[src/CorePkg.sv]
package CorePkg;

  // Host word fields, code sits above data
  localparam int NPCcode = 7;
  localparam int NPCdata = 20;
  localparam int NPCword = NPCcode + NPCdata;

  // BD word is tag flag, tag, count from top to bottom
  localparam int NBDword = 21;
  localparam int Ntag = 11;
  localparam int Nct = 9;

  // Filter sums and their index field in a host word
  localparam int Nsum = 16;
  localparam int NfiltIdx = NPCdata - Nsum;

  // Configuration registers
  localparam int Nconf = 16;
  localparam int Nreg = 4;
  localparam int RegTimeUnit = 0;
  localparam int RegHbPeriod = 1;
  localparam int RegTagBase = 2;
  localparam int RegChipReset = 3;

  // Reset values, highest index first
  localparam logic [Nreg-1:0][Nconf-1:0] RegInit = {16'd3, 16'd0, 16'd4, 16'd10};

  // Host input code for BD data
  localparam logic [NPCcode-1:0] CodeBdWord = 7'd64;

  // Host output codes
  localparam logic [NPCcode-1:0] CodeBdPass = 7'd1;
  localparam logic [NPCcode-1:0] CodeFilter = 7'd2;
  localparam logic [NPCcode-1:0] CodeHeartbeat = 7'd3;

  // Index width for n entries, never below one bit
  function automatic int IdxWidth(input int n);
    return (n > 1) ? $clog2(n) : 1;
  endfunction

endpackage

[src/BdTagSplit.sv]
module BdTagSplit #(
  parameter int Nfilts = 8
) (
  input  logic [CorePkg::NBDword-1:0]          inData,
  input  logic                                 inValid,
  output logic                                 inAck,
  input  logic [CorePkg::Nconf-1:0]            tagBase,
  output logic [CorePkg::IdxWidth(Nfilts)-1:0] tagIdx,
  output logic [CorePkg::Nct-1:0]              tagCt,
  output logic                                 tagValid,
  input  logic                                 tagAck,
  output logic [CorePkg::NBDword-1:0]          passData,
  output logic                                 passValid,
  input  logic                                 passAck,
  input  logic                                 clk,
  input  logic                                 reset
);

  localparam int Nidx = CorePkg::IdxWidth(Nfilts);

  logic tagFlag;
  logic [CorePkg::Ntag-1:0] tag;
  logic [CorePkg::Ntag:0] offset;
  logic inWindow;
  logic stageValid;
  logic stageFree;
  logic toFilt;
  logic [CorePkg::NBDword-1:0] stageWord;

  assign tagFlag = inData[CorePkg::NBDword-1];
  assign tag = inData[CorePkg::Nct +: CorePkg::Ntag];

  // Extra top bit flags tags below the base
  assign offset = {1'b0, tag} - {1'b0, tagBase[CorePkg::Ntag-1:0]};
  assign inWindow = tagFlag && !offset[CorePkg::Ntag] && (int'(offset) < Nfilts);

  ////////////////////////////////////////////////////////////
  // One-word output stage shared by both outputs

  assign tagValid = stageValid && toFilt;
  assign passValid = stageValid && !toFilt;
  // Frees up once the selected side takes the word
  assign stageFree = !stageValid || (toFilt ? tagAck : passAck);
  assign inAck = stageFree;

  assign tagCt = stageWord[CorePkg::Nct-1:0];
  assign passData = stageWord;

  always_ff @(posedge clk) begin
    if (reset) begin
      stageValid <= 1'b0;
      toFilt <= 1'b0;
    end else if (stageFree) begin
      stageValid <= inValid;
      toFilt <= inWindow;
    end
  end

  always_ff @(posedge clk) begin
    if (stageFree && inValid) begin
      stageWord <= inData;
      tagIdx <= offset[Nidx-1:0];
    end
  end

endmodule

[src/ChannelFifo.sv]
module ChannelFifo #(
  parameter type Payload = logic,
  parameter int FifoDepth = 4
) (
  input  Payload inData,
  input  logic   inValid,
  output logic   inAck,
  output Payload outData,
  output logic   outValid,
  input  logic   outAck,
  input  logic   clk,
  input  logic   reset
);

  localparam int Nptr = CorePkg::IdxWidth(FifoDepth);
  localparam int Ncount = CorePkg::IdxWidth(FifoDepth + 1);

  Payload mem [FifoDepth];
  logic [Nptr-1:0] rdPtr;
  logic [Nptr-1:0] wrPtr;
  logic [Ncount-1:0] count;
  logic full;
  logic empty;
  logic accept;
  logic loadOut;
  logic pop;
  logic bypass;
  logic push;

  // Circular pointer step
  function automatic logic [Nptr-1:0] nextPtr(input logic [Nptr-1:0] ptr);
    return (ptr == Nptr'(FifoDepth - 1)) ? '0 : ptr + 1'b1;
  endfunction

  assign full = (count == Ncount'(FifoDepth));
  assign empty = (count == '0);
  assign inAck = !full;
  assign accept = inValid && !full;

  // Output stage takes a word when empty or being drained
  assign loadOut = !outValid || outAck;
  assign pop = loadOut && !empty;
  // Empty buffer lets input go straight to the output stage
  assign bypass = loadOut && empty && accept;
  assign push = accept && !bypass;

  always_ff @(posedge clk) begin
    if (reset) begin
      rdPtr <= '0;
      wrPtr <= '0;
      count <= '0;
      outValid <= 1'b0;
    end else begin
      if (push) wrPtr <= nextPtr(wrPtr);
      if (pop) rdPtr <= nextPtr(rdPtr);
      count <= count + Ncount'(push) - Ncount'(pop);
      if (loadOut) outValid <= !empty || accept;
    end
  end

  // Storage and output data
  always_ff @(posedge clk) begin
    if (push) mem[wrPtr] <= inData;
    if (pop) outData <= mem[rdPtr];
    else if (bypass) outData <= inData;
  end

endmodule

[src/Core.sv]
module Core #(
  parameter int Nfilts = 8,
  parameter int Ntime = 32,
  parameter int FifoDepth = 4
) (
  input  logic [CorePkg::NPCword-1:0] pcInData,
  input  logic                        pcInValid,
  output logic                        pcInAck,
  output logic [CorePkg::NPCword-1:0] pcOutData,
  output logic                        pcOutValid,
  input  logic                        pcOutAck,
  output logic [CorePkg::NBDword-1:0] bdOutData,
  output logic                        bdOutValid,
  input  logic                        bdOutAck,
  input  logic [CorePkg::NBDword-1:0] bdInData,
  input  logic                        bdInValid,
  output logic                        bdInAck,
  output logic                        pReset,
  output logic                        sReset,
  input  logic                        clk,
  input  logic                        reset
);

  // Host input after its FIFO
  logic [CorePkg::NPCword-1:0] pcInPostData;
  logic pcInPostValid;
  logic pcInPostAck;
  // BD output ahead of its FIFO
  logic [CorePkg::NBDword-1:0] bdOutPreData;
  logic bdOutPreValid;
  logic bdOutPreAck;
  // BD input after its FIFO
  logic [CorePkg::NBDword-1:0] bdInPostData;
  logic bdInPostValid;
  logic bdInPostAck;
  // Host output ahead of its FIFO
  logic [CorePkg::NPCword-1:0] pcOutPreData;
  logic pcOutPreValid;
  logic pcOutPreAck;

  // Configuration
  logic [CorePkg::Nconf-1:0] timeUnit;
  logic [CorePkg::Nconf-1:0] hbPeriod;
  logic [CorePkg::Nconf-1:0] tagBase;

  // Time base
  logic heartbeat;
  logic [Ntime-1:0] elapsed;

  // Tag channel into the filters
  logic [CorePkg::IdxWidth(Nfilts)-1:0] tagIdx;
  logic [CorePkg::Nct-1:0] tagCt;
  logic tagValid;
  logic tagAck;
  // Untouched BD words
  logic [CorePkg::NBDword-1:0] passData;
  logic passValid;
  logic passAck;
  // Filter sums
  logic [CorePkg::NPCdata-1:0] filtData;
  logic filtValid;
  logic filtAck;

  ////////////////////////////////////////////////////////////
  // IO FIFOs

  ChannelFifo #(.Payload(logic [CorePkg::NPCword-1:0]), .FifoDepth(FifoDepth)) pcInFifo (
    .inData(pcInData), .inValid(pcInValid), .inAck(pcInAck),
    .outData(pcInPostData), .outValid(pcInPostValid), .outAck(pcInPostAck),
    .clk(clk), .reset(reset));

  ChannelFifo #(.Payload(logic [CorePkg::NBDword-1:0]), .FifoDepth(FifoDepth)) bdOutFifo (
    .inData(bdOutPreData), .inValid(bdOutPreValid), .inAck(bdOutPreAck),
    .outData(bdOutData), .outValid(bdOutValid), .outAck(bdOutAck),
    .clk(clk), .reset(reset));

  ChannelFifo #(.Payload(logic [CorePkg::NBDword-1:0]), .FifoDepth(FifoDepth)) bdInFifo (
    .inData(bdInData), .inValid(bdInValid), .inAck(bdInAck),
    .outData(bdInPostData), .outValid(bdInPostValid), .outAck(bdInPostAck),
    .clk(clk), .reset(reset));

  ChannelFifo #(.Payload(logic [CorePkg::NPCword-1:0]), .FifoDepth(FifoDepth)) pcOutFifo (
    .inData(pcOutPreData), .inValid(pcOutPreValid), .inAck(pcOutPreAck),
    .outData(pcOutData), .outValid(pcOutValid), .outAck(pcOutAck),
    .clk(clk), .reset(reset));

  ////////////////////////////////////////////////////////////
  // Host to BD and configuration

  PcParser pcParser (
    .inData(pcInPostData), .inValid(pcInPostValid), .inAck(pcInPostAck),
    .bdData(bdOutPreData), .bdValid(bdOutPreValid), .bdAck(bdOutPreAck),
    .timeUnit(timeUnit), .hbPeriod(hbPeriod), .tagBase(tagBase),
    .pReset(pReset), .sReset(sReset), .clk(clk), .reset(reset));

  TimeMgr #(.Ntime(Ntime)) timeMgr (
    .timeUnit(timeUnit), .hbPeriod(hbPeriod), .heartbeat(heartbeat),
    .elapsed(elapsed), .clk(clk), .reset(reset));

  ////////////////////////////////////////////////////////////
  // BD to host

  BdTagSplit #(.Nfilts(Nfilts)) bdTagSplit (
    .inData(bdInPostData), .inValid(bdInPostValid), .inAck(bdInPostAck),
    .tagBase(tagBase), .tagIdx(tagIdx), .tagCt(tagCt), .tagValid(tagValid),
    .tagAck(tagAck), .passData(passData), .passValid(passValid), .passAck(passAck),
    .clk(clk), .reset(reset));

  SpikeFilterArray #(.Nfilts(Nfilts)) spikeFilterArray (
    .tagIdx(tagIdx), .tagCt(tagCt), .tagValid(tagValid), .tagAck(tagAck),
    .heartbeat(heartbeat), .outData(filtData), .outValid(filtValid), .outAck(filtAck),
    .clk(clk), .reset(reset));

  // Heartbeat word carries the low bits of the elapsed time
  PcPacker pcPacker (
    .hbTime(elapsed[CorePkg::NPCdata-1:0]), .heartbeat(heartbeat),
    .filtData(filtData), .filtValid(filtValid), .filtAck(filtAck),
    .passData(passData), .passValid(passValid), .passAck(passAck),
    .outData(pcOutPreData), .outValid(pcOutPreValid), .outAck(pcOutPreAck),
    .clk(clk), .reset(reset));

endmodule

[src/PcPacker.sv]
module PcPacker (
  input  logic [CorePkg::NPCdata-1:0] hbTime,
  input  logic                        heartbeat,
  input  logic [CorePkg::NPCdata-1:0] filtData,
  input  logic                        filtValid,
  output logic                        filtAck,
  input  logic [CorePkg::NBDword-1:0] passData,
  input  logic                        passValid,
  output logic                        passAck,
  output logic [CorePkg::NPCword-1:0] outData,
  output logic                        outValid,
  input  logic                        outAck,
  input  logic                        clk,
  input  logic                        reset
);

  logic hbHeld;
  logic [CorePkg::NPCdata-1:0] hbData;
  logic outFree;

  assign outFree = !outValid || outAck;

  // Heartbeat first, then filters, then BD pass
  assign filtAck = outFree && !hbHeld;
  assign passAck = outFree && !hbHeld && !filtValid;

  always_ff @(posedge clk) begin
    if (reset) begin
      hbHeld <= 1'b0;
      outValid <= 1'b0;
    end else begin
      // Held until the output stage takes it
      if (heartbeat) hbHeld <= 1'b1;
      else if (outFree) hbHeld <= 1'b0;
      if (outFree) outValid <= hbHeld || filtValid || passValid;
    end
  end

  always_ff @(posedge clk) begin
    if (heartbeat) hbData <= hbTime;
    if (outFree) begin
      if (hbHeld) outData <= {CorePkg::CodeHeartbeat, hbData};
      else if (filtValid) outData <= {CorePkg::CodeFilter, filtData};
      // Tag flag dropped, low data bits only
      else outData <= {CorePkg::CodeBdPass, passData[CorePkg::NPCdata-1:0]};
    end
  end

endmodule

[src/PcParser.sv]
module PcParser (
  input  logic [CorePkg::NPCword-1:0] inData,
  input  logic                        inValid,
  output logic                        inAck,
  output logic [CorePkg::NBDword-1:0] bdData,
  output logic                        bdValid,
  input  logic                        bdAck,
  output logic [CorePkg::Nconf-1:0]   timeUnit,
  output logic [CorePkg::Nconf-1:0]   hbPeriod,
  output logic [CorePkg::Nconf-1:0]   tagBase,
  output logic                        pReset,
  output logic                        sReset,
  input  logic                        clk,
  input  logic                        reset
);

  localparam int Nsel = CorePkg::IdxWidth(CorePkg::Nreg);

  logic [CorePkg::NPCcode-1:0] code;
  logic [CorePkg::NPCdata-1:0] data;
  logic isBd;
  logic isReg;
  logic [CorePkg::Nreg-1:0][CorePkg::Nconf-1:0] regs;

  assign {code, data} = inData;
  assign isBd = (code == CorePkg::CodeBdWord);
  assign isReg = (int'(code) < CorePkg::Nreg);

  // BD words zero-extended into the BD word
  assign bdData = {{(CorePkg::NBDword - CorePkg::NPCdata){1'b0}}, data};
  assign bdValid = inValid && isBd;

  // Stall only on BD words, everything else consumed at once
  assign inAck = isBd ? bdAck : 1'b1;

  ////////////////////////////////////////////////////////////
  // Configuration registers

  always_ff @(posedge clk) begin
    if (reset) begin
      regs <= CorePkg::RegInit;
    end else if (inValid && isReg) begin
      // Low data bits only
      regs[code[Nsel-1:0]] <= data[CorePkg::Nconf-1:0];
    end
  end

  assign timeUnit = regs[CorePkg::RegTimeUnit];
  assign hbPeriod = regs[CorePkg::RegHbPeriod];
  assign tagBase = regs[CorePkg::RegTagBase];

  // Chip resets
  assign pReset = regs[CorePkg::RegChipReset][0];
  assign sReset = regs[CorePkg::RegChipReset][1];

endmodule

[src/SpikeFilterArray.sv]
module SpikeFilterArray #(
  parameter int Nfilts = 8
) (
  input  logic [CorePkg::IdxWidth(Nfilts)-1:0] tagIdx,
  input  logic [CorePkg::Nct-1:0]              tagCt,
  input  logic                                 tagValid,
  output logic                                 tagAck,
  input  logic                                 heartbeat,
  output logic [CorePkg::NPCdata-1:0]          outData,
  output logic                                 outValid,
  input  logic                                 outAck,
  input  logic                                 clk,
  input  logic                                 reset
);

  localparam int Nidx = CorePkg::IdxWidth(Nfilts);
  localparam int Nfi = CorePkg::NfiltIdx;

  logic [Nfilts-1:0][CorePkg::Nsum-1:0] sums;
  logic [Nfilts-1:0][CorePkg::Nsum-1:0] shadow;
  logic [CorePkg::Nsum:0] wideSum;
  logic [CorePkg::Nsum-1:0] satSum;
  logic [CorePkg::Nsum-1:0] ctExt;
  logic [Nidx-1:0] scanIdx;
  logic active;
  logic hbPending;
  logic busy;
  logic startEmit;
  logic outFree;

  // Every tag is taken on arrival
  assign tagAck = 1'b1;

  // Saturating add into the addressed filter
  assign ctExt = {{(CorePkg::Nsum - CorePkg::Nct){1'b0}}, tagCt};
  assign wideSum = {1'b0, sums[tagIdx]} + {1'b0, ctExt};
  assign satSum = wideSum[CorePkg::Nsum] ? '1 : wideSum[CorePkg::Nsum-1:0];

  // Heartbeats wait while a previous emission runs
  assign busy = active || outValid;
  assign startEmit = (heartbeat || hbPending) && !busy;
  assign outFree = !outValid || outAck;

  ////////////////////////////////////////////////////////////
  // Live sums and snapshot

  always_ff @(posedge clk) begin
    if (reset) begin
      sums <= '0;
    end else begin
      for (int i = 0; i < Nfilts; i++) begin
        // Fresh interval keeps a tag from the same edge
        if (startEmit) begin
          sums[i] <= (tagValid && tagIdx == Nidx'(i)) ? ctExt : '0;
        end else if (tagValid && tagIdx == Nidx'(i)) begin
          sums[i] <= satSum;
        end
      end
    end
  end

  always_ff @(posedge clk) begin
    if (startEmit) shadow <= sums;
  end

  ////////////////////////////////////////////////////////////
  // Emission scan, one filter per cycle, zeros skipped

  always_ff @(posedge clk) begin
    if (reset) begin
      active <= 1'b0;
      scanIdx <= '0;
      hbPending <= 1'b0;
      outValid <= 1'b0;
    end else begin
      if (outFree) outValid <= 1'b0;
      if (active && outFree) begin
        if (shadow[scanIdx] != '0) outValid <= 1'b1;
        if (scanIdx == Nidx'(Nfilts - 1)) begin
          active <= 1'b0;
          scanIdx <= '0;
        end else begin
          scanIdx <= scanIdx + 1'b1;
        end
      end
      if (startEmit) begin
        active <= 1'b1;
        scanIdx <= '0;
        hbPending <= 1'b0;
      end else if (heartbeat) begin
        hbPending <= 1'b1;
      end
    end
  end

  // Index above the sum
  always_ff @(posedge clk) begin
    if (active && outFree) outData <= {Nfi'(scanIdx), shadow[scanIdx]};
  end

endmodule

[src/TimeMgr.sv]
module TimeMgr #(
  parameter int Ntime = 32
) (
  input  logic [CorePkg::Nconf-1:0] timeUnit,
  input  logic [CorePkg::Nconf-1:0] hbPeriod,
  output logic                      heartbeat,
  output logic [Ntime-1:0]          elapsed,
  input  logic                      clk,
  input  logic                      reset
);

  logic [CorePkg::Nconf-1:0] divCt;
  logic [CorePkg::Nconf-1:0] unitCt;
  logic [CorePkg::Nconf-1:0] timeUnitQ;
  logic [CorePkg::Nconf-1:0] hbPeriodQ;
  logic [CorePkg::Nconf:0] divNext;
  logic [CorePkg::Nconf:0] unitNext;
  logic unitPulse;
  logic hbDue;
  logic restart;

  // Clock divider, a zero setting pulses every cycle
  assign divNext = {1'b0, divCt} + 1'b1;
  assign unitPulse = (divNext >= {1'b0, timeUnit});

  // Units since the last heartbeat
  assign unitNext = {1'b0, unitCt} + 1'b1;
  assign hbDue = (unitNext >= {1'b0, hbPeriod});

  // New settings restart the time base
  assign restart = (timeUnit != timeUnitQ) || (hbPeriod != hbPeriodQ);

  always_ff @(posedge clk) begin
    timeUnitQ <= timeUnit;
    hbPeriodQ <= hbPeriod;
  end

  always_ff @(posedge clk) begin
    if (reset || restart) begin
      divCt <= '0;
      unitCt <= '0;
      elapsed <= '0;
      heartbeat <= 1'b0;
    end else begin
      heartbeat <= 1'b0;
      if (unitPulse) begin
        divCt <= '0;
        elapsed <= elapsed + 1'b1;
        // Heartbeat sees the count after this increment
        if (hbDue) begin
          unitCt <= '0;
          heartbeat <= 1'b1;
        end else begin
          unitCt <= unitNext[CorePkg::Nconf-1:0];
        end
      end else begin
        divCt <= divNext[CorePkg::Nconf-1:0];
      end
    end
  end

endmodule

[config.mk]
export PLATFORM = sky130hd
export DESIGN_NAME = Core
export DESIGN_NICKNAME = d
export VERILOG_FILES = /design/src/CorePkg.sv /design/src/BdTagSplit.sv /design/src/ChannelFifo.sv /design/src/Core.sv /design/src/PcPacker.sv /design/src/PcParser.sv /design/src/SpikeFilterArray.sv /design/src/TimeMgr.sv
export SDC_FILE = /design/constraint.sdc
export NUM_CORES = 1
export LEC_CHECK = 0
export BUFFER_PORTS_ARGS = -buffer_cell sky130_fd_sc_hd__clkbuf_2
export CAP_MARGIN = 20
export CORE_ASPECT_RATIO = 0.8
export CORE_MARGIN = 4
export CORE_UTILIZATION = 65
export CTS_BUF_LIST = sky130_fd_sc_hd__clkbuf_4
export CTS_CLUSTER_DIAMETER = 30
export DETAILED_ROUTE_END_ITERATION = 8
export PLACE_DENSITY = 0.84
export SLEW_MARGIN = 25
export SYNTH_ARGS = -nofsm -noshare
export SYNTH_HDL_FRONTEND = slang
export SYNTH_HIERARCHICAL = 1
export SYNTH_SLANG_ARGS = --single-unit
[constraint.sdc]
create_clock -name clk -period 6 [get_ports clk]
set_clock_uncertainty 0.05 [all_clocks]
set_input_delay 1.2 -clock clk [delete_from_list [all_inputs] [get_ports clk]]
set_output_delay 1.2 -clock clk [all_outputs]
set_load 0.05 [all_outputs]
==> key figures, run 1 <==
Critical path
  – Reg2Reg Depth: 13
  – Critical-path cell list: buf_4 > mux4_2 > nand2_1 > nand2_1 > ha_1 > fa_1 > a211oi_1 > o21bai_1 > a2111o_1 > a31oi_4 > o22ai_1 > mux2i_2 > o32ai_1
  – CP most frequent cell: nand2_1
  – CP Class: reg -> reg
  – Critical Path Max Stage Delay: 540 ps
  – Worst setup SP type: register
  – Setup crit end kind: register
  – Top delay family on crit path: compound AO/OA/AOI/OAI gates
  – R2R Path End: spikeFilterArray/sums[36]
  – Register-to-register setup slack: 1460 ps
  – FF-to-FF Start: bdTagSplit/tagIdx[0]
  – Critical Path RT: 6820 ps
  – Crit path buffers/inverters: 1
  – Crit-path slowest cell: mux4_2
  – Max FO, Critical Path: 19
  – CP Data Arrival Time: roughly 5400 ps

Finish
  – Fin nets: around 3200
  – Share of layout cells above drive strength 1: 0.280
  – Commonest cells after routing, fill and taps aside: edfxtp_1 (692), clkbuf_4 (370), dfxtp_1 (303), mux4_2 (141), inv_1 (134)
  – Non-Filler Instances: just over 4000
  – Commonest non-fill, non-tap cell in the layout: edfxtp_1
  – Filler cell count: 3924
  – P&R area growth vs syn: 9.95%

Clocking
  – # hold bufs at CTS: 0
  – CTS H-tree depth: 4
  – Post-CTS sizing: 0
  – Total CTS buffers: between 200 and 250
  – Sinks on Clock Net: 1000
  – Clock buffer depth: 3
  – Worst-path clk slew: about 80 ps
  – Post-CTS Repair Setup Buffers: 0
  – Worst-skew pair later-pin latency: 1060 ps
  – CTS tree: yes
  – Root Buffer: clkbuf_4

Flow run
  – Number of max-cap violations: 0

Pwr
  – Combinational power share: 0.241
  – Pleak: approximately 17 nW
  – Max VDD drop: 0.236 mV
  – Net Switching: 6.01 mW
  – Clock share of power: 0.290
  – Sw frac: 0.306
  – Seq pwr share: 0.469
  – Cell-internal power: about 14 mW
  – PD cells: 421 mW/mm²

Detailed routing
  – DR iter-0 viols: 2623
  – Drt drc: 0
  – Drt total wl: 92.1 mm
  – Antenna Nets Post-Route: 0
  – Met1 Wirelength: 37.6 mm
  – Drt pass-1 iters: 7
  – Vias: 25200
  – Vias per inst: 6.17
  – Top sig layer: met5
  – Met2 routed WL: 43.1 mm
  – Post-detailed-route wirelength per cell: 22.5 µm
  – DR WL met3: 9.35 mm

STA
  – RSZ-0062 raised after global routing: false
  – F_max: 0.220 GHz
  – Final Cycle Share: 0.757
  – Final TNS setup: 0 ps
  – Final setup fails: 0
  – Final Max Slew Viols: 0
  – Hold_ws: 330 ps
  – Worst slew pin tran: around 1100 ps
  – Final Hold Fails: 0
  – Final period demand of the worst path: 4540 ps
  – Relative slew slack: 0.241

Floorplan
  – Core area: 0.0644 mm²
  – # IOs: roughly 110
  – Core Rows: 83
  – Starting Density: 0.658
  – Die Y: 236 µm
  – Die Width: 293 µm
  – Die Area: ~0.07 mm²

Synth
  – Post-synthesis cell area: 0.0424 mm²
  – Syn. warnings: 6
  – Synth Instances: 2813
  – Syn Area/Cell: 15.1 µm²

Outcome
  – Status: finished clean

Worst hold path
  – Hold Path End: bdInFifo/mem[0][9]
  – WHS Path Cells: 1
  – Critical hold path startpoint: bdInData[9]
  – Worst hold path class: in -> reg

Placed design
  – GP Congestion: between 0.8 and 0.9
  – Dpl cells: 3650
  – Post-detailed-placement half-perimeter wirelength: roughly 60 mm
  – # port buffers: between 100 and 150

Global route
  – First-pass GRT wire length: 143 mm
  – Initial antenna violation count: 8
  – Total gr overflow: 0
  – Largest net degree at the start of global routing: 88
  – All-Layer GR Usage: 0.266
  – Vias in the first global route: about 26000
-- through the flow --
stage	cell area [µm²]	total power, mW	utilization	setup WS, ps
after floorplan	42400	13.0	-	1050
after global placement	43300	13.8	0.672	1700
after detailed placement	43300	14.0	0.672	1500
after CTS	46500	19.7	0.722	1540
after global routing	46600	20.5	0.723	1270
final	46600	19.6	0.723	1460
-- routing by layer --
layer  track usage  vias up
met2         0.411     1322
met3        0.0762      193
met4        0.0934        6
met1         0.369    12400
li1              -    11200
met5             0        -
-- state kept, by name, summed over array words and instances (netlist names), 16 cells and up, named ones only --
signal	flops
pcParser/hbPeriod	16
pcOutFifo/mem	108
pcInFifo/outData	27
timeMgr/hbPeriodQ	16
pcPacker/outData	22
bdTagSplit/passData	20
bdInFifo/outData	21
timeMgr/timeUnitQ	16
spikeFilterArray/outData	19
timeMgr/unitCt	16
bdInFifo/mem	84
bdOutFifo/outData	21
pcInFifo/mem	108
timeMgr/elapsed	20
pcOutFifo/outData	27
spikeFilterArray/shadow	128
timeMgr/divCt	16
bdOutFifo/mem	84
spikeFilterArray/sums	128
pcPacker/hbData	20
pcParser/timeUnit	16
-- layout make-up --
type | instances | area, µm² | share of cell area
flip-flops and latches | 1000 | 27000 | 0.579
inverters | 135 | 509 | 0.0109
clock buffers | 370 | 2780 | 0.0596
well taps | 850 | 1060 | 0.0228
clock inverters | 61 | 435 | 0.00935
multi-input cells | 1517 | 13900 | 0.299
repair buffers | 150 | 902 | 0.0194
diodes | 5 | 12.5 | 0.000269
-- power by group through the flow --
| stage | Sequential, mW | Clock, mW | Combinational (mW) |
|---|---|---|---|
| 2_1_floorplan | 9.51 | 0 | 3.45 |
| 3_3_place_gp | 9.35 | 0 | 4.44 |
| 3_5_place_dp | 9.42 | 0 | 4.60 |
| 4_1_cts | 9.27 | 5.80 | 4.62 |
| 5_1_grt | 9.29 | 6.22 | 5.04 |
| 6_report | 9.21 | 5.69 | 4.72 |
-- worst max path at each step --
stage / endpoint / slack [ps] / depth (start not counted) / start
2_1_floorplan: spikeFilterArray/sums[66] / 1050 / 7 / timeMgr/heartbeat
3_3_place_gp: spikeFilterArray/sums[101] / 1700 / 13 / bdTagSplit/tagIdx[0]
4_1_cts: spikeFilterArray/sums[35] / 1540 / 13 / bdTagSplit/tagIdx[0]
5_1_grt: spikeFilterArray/sums[100] / 1270 / 13 / bdTagSplit/tagIdx[0]
3_5_place_dp: spikeFilterArray/sums[9] / 1500 / 13 / bdTagSplit/tagIdx[0]
6_report: spikeFilterArray/sums[36] / 1460 / 13 / bdTagSplit/tagIdx[0]
Note: power is estimated with default switching activity, not from simulation.
==> run 2: changes to the inputs <==
==> constraint.sdc (replaced) <==
create_clock -name clk -period 4.2 [get_ports clk]
set_clock_uncertainty 0.05 [all_clocks]
set_input_delay 0.84 -clock clk [delete_from_list [all_inputs] [get_ports clk]]
set_output_delay 0.84 -clock clk [all_outputs]
set_load 0.05 [all_outputs]
==> key figures, run 2 (synthesis results as in run 1) <==
Floorplan
  – Die Y: 236 µm (unchanged)
  – Starting Density: 0.658 (unchanged)
  – Die Area: 0.0693 mm² (unchanged)
  – Die Width: 293 µm (unchanged)
  – Core Rows: 83 (unchanged)
  – # IOs: 108 (unchanged)
  – Core area: 0.0644 mm² (unchanged)

Critical path
  – Max FO, Critical Path: 15 (was 19)
  – Critical Path RT: 5060 ps (was 6820 ps)
  – Crit-path slowest cell: nor2_4 (was mux4_2)
  – CP Data Arrival Time: 5050 ps (was 5370 ps)
  – Register-to-register setup slack: 10 ps (was 1460 ps)
  – Critical-path cell list: buf_4 > buf_4 > mux4_2 > nand2_1 > nand2_1 > ha_1 > o21ai_0 > o21bai_1 > a2111o_1 > a31oi_4 > buf_12 > nor2_4 > o22ai_2 > o31ai_1 (was buf_4 > mux4_2 > nand2_1 > nand2_1 > ha_1 > fa_1 > a211oi_1 > o21bai_1 > a2111o_1 > a31oi_4 > o22ai_1 > mux2i_2 > o32ai_1)
  – Setup crit end kind: register (unchanged)
  – CP Class: reg -> reg (unchanged)
  – Critical Path Max Stage Delay: 600 ps (was 540 ps)
  – Worst setup SP type: register (unchanged)

Clocking
  – Clock buffer depth: 3 (unchanged)
  – Worst-path clk slew: 80 ps (about the same)
  – Sinks on Clock Net: 1000 (unchanged)
  – CTS tree: yes (unchanged)
  – Total CTS buffers: 225 (was 229)
  – Root Buffer: clkbuf_4 (unchanged)
  – CTS H-tree depth: 4 (unchanged)
  – Worst-skew pair later-pin latency: 1100 ps (was 1060 ps)

Detailed routing
  – Vias per inst: 6.18 (was 6.17)
  – Drt total wl: 97.0 mm (was 92.1 mm)
  – Post-detailed-route wirelength per cell: 23.3 µm (was 22.5 µm)
  – Drt pass-1 iters: 7 (unchanged)
  – Drt drc: 0 (unchanged)
  – DR iter-0 viols: 2737 (was 2623)
  – Antenna Nets Post-Route: 0 (unchanged)
  – Vias: 25700 (was 25200)

Finish
  – Commonest cells after routing, fill and taps aside: edfxtp_1 (692), clkbuf_4 (359), dfxtp_1 (303), mux4_2 (141), inv_1 (134) (was edfxtp_1 (692), clkbuf_4 (370), dfxtp_1 (303), mux4_2 (141), inv_1 (134))
  – Commonest non-fill, non-tap cell in the layout: edfxtp_1 (unchanged)
  – Multi-input logic area: 0.0139 mm² (about the same)
  – Regs by FF count: spikeFilterArray/shadow (128), spikeFilterArray/sums (128) (unchanged)
  – Fin nets: 3252 (was 3178)
  – Reg area: 0.0270 mm² (about the same)
  – P&R area growth vs syn: 11.4% (was 9.95%)
  – Filler cell count: 3897 (was 3924)
  – Share of layout cells above drive strength 1: 0.276 (was 0.280)

Global route
  – First-pass GRT wire length: 149 mm (was 143 mm)
  – Vias in the first global route: 26200 (was 25700)
  – Largest net degree at the start of global routing: 74 (was 88)
  – Total gr overflow: 0 (unchanged)
  – Initial antenna violation count: 7 (was 8)
  – All-Layer GR Usage: 0.280 (was 0.266)

Placed design
  – Setup WS pre-CTS: -109 ps (was 1500 ps)
  – GP Congestion: 0.911 (was 0.899)
  – # port buffers: 107 (unchanged)
  – Post-detailed-placement half-perimeter wirelength: 61.6 mm (was 59.8 mm)

STA
  – Worst slew pin tran: 1040 ps (was 1140 ps)
  – Final Hold Fails: 0 (unchanged)
  – Final period demand of the worst path: 4190 ps (was 4540 ps)
  – Relative slew slack: 0.303 (was 0.241)
  – Final setup fails: 0 (unchanged)
  – Final WS setup: 11.9 ps (was 1460 ps)
  – Final Cycle Share: 0.997 (was 0.757)
  – Final Max Slew Viols: 0 (unchanged)
  – F_max: 0.239 GHz (was 0.220 GHz)

Pwr
  – Combinational power share: 0.242 (was 0.241)
  – Seq pwr share: 0.472 (was 0.469)
  – Total Power: 28.2 mW (was 19.6 mW)
  – Net Switching: 8.79 mW (was 6.01 mW)
  – Max VDD drop: 0.382 mV (was 0.236 mV)
  – Pleak: 17.1 nW (was 16.8 nW)
  – Clock share of power: 0.287 (was 0.290)
  – Cell-internal power: 19.4 mW (was 13.6 mW)
  – Sw frac: 0.312 (was 0.306)
  – PD cells: 598 mW/mm² (was 421 mW/mm²)

Worst hold path
  – Worst hold path class: in -> reg (unchanged)

Flow run
  – Number of max-cap violations: 0 (unchanged)

Outcome
  – Status: finished clean (unchanged)
[run 2: cell count changes in the layout (fill, tap and decap cells not counted), sizes merged]
cell and delta:
dlygate4sd3 +50, buf +28, clkbuf -11, clkinv -6, diode +6, bufinv +1, clkinvlp -1, inv +1
[run 2: final timing paths]
check,start,cells after the start,end
worst min-delay path,bdOutAck,4,bdOutFifo/outValid
worst max-delay path,bdTagSplit/tagIdx[1],14,spikeFilterArray/sums[80]
worst min register to register,pcParser/hbPeriod[4],0,timeMgr/hbPeriodQ[4]
worst max register to register,bdTagSplit/tagIdx[1],14,spikeFilterArray/sums[80]
[run 2: area by class of cell]
type,count,area share
antenna,11,0.000583
clock buffer,359,0.0571
clock inverter,56,0.00896
inverter,135,0.0108
multi-input combinational,1517,0.295
sequential,1000,0.571
tap,850,0.0225
timing repair buffer,228,0.0336
[run 2: routing by layer]
metal  global-route usage  up-vias  wire length [µm]
met5                    0        -                 0
met4                0.107        0              2680
met3               0.0765      222              9560
met2                0.438     1406             46200
met1                0.382    12700             38600
li1                     -    11400                 -
[run 2: repair_timing]
item,CTS,global route
hold endpoints to repair,206,0
gates resized for setup,0,5
pin swaps,1,1
hold buffers,50,0
setup endpoints to repair,62,106
setup buffers,2,3
[run 2: stage by stage]
stage | utilization | setup TNS [ps] | hold WS [ps] | instances | area (µm²)
3_3_place_gp | 0.675 | 0 | 336 | 3675 | 43500
4_1_cts | 0.732 | 0 | 60.3 | 4142 | 47100
2_1_floorplan | - | 0 | 325 | 2817 | 42400
5_1_grt | 0.733 | -124 | 155 | 4155 | 47200
6_report | 0.733 | 0 | 172 | 4156 | 47200
3_5_place_dp | 0.675 | -2730 | 339 | 3675 | 43500
[run 2: power groups by stage]
stage                     logic, mW  registers, mW  clock network (mW)
after floorplan                4.94           13.6                   0
after detailed placement       6.59           13.5                   0
after global placement         6.38           13.4                   0
after CTS                      6.69           13.3                8.16
final                          6.82           13.3                8.08
after global routing           7.19           13.4                8.79
[run 2: critical path, delay by kind of cell (launching register included)]
family / cells / cell delay (ps)
compound gates: 6 / 1400
simple gates: 3 / 760
buf+inv: 3 / 620
flops: 1 / 580
fa+ha+maj: 1 / 330
mux: 1 / 300
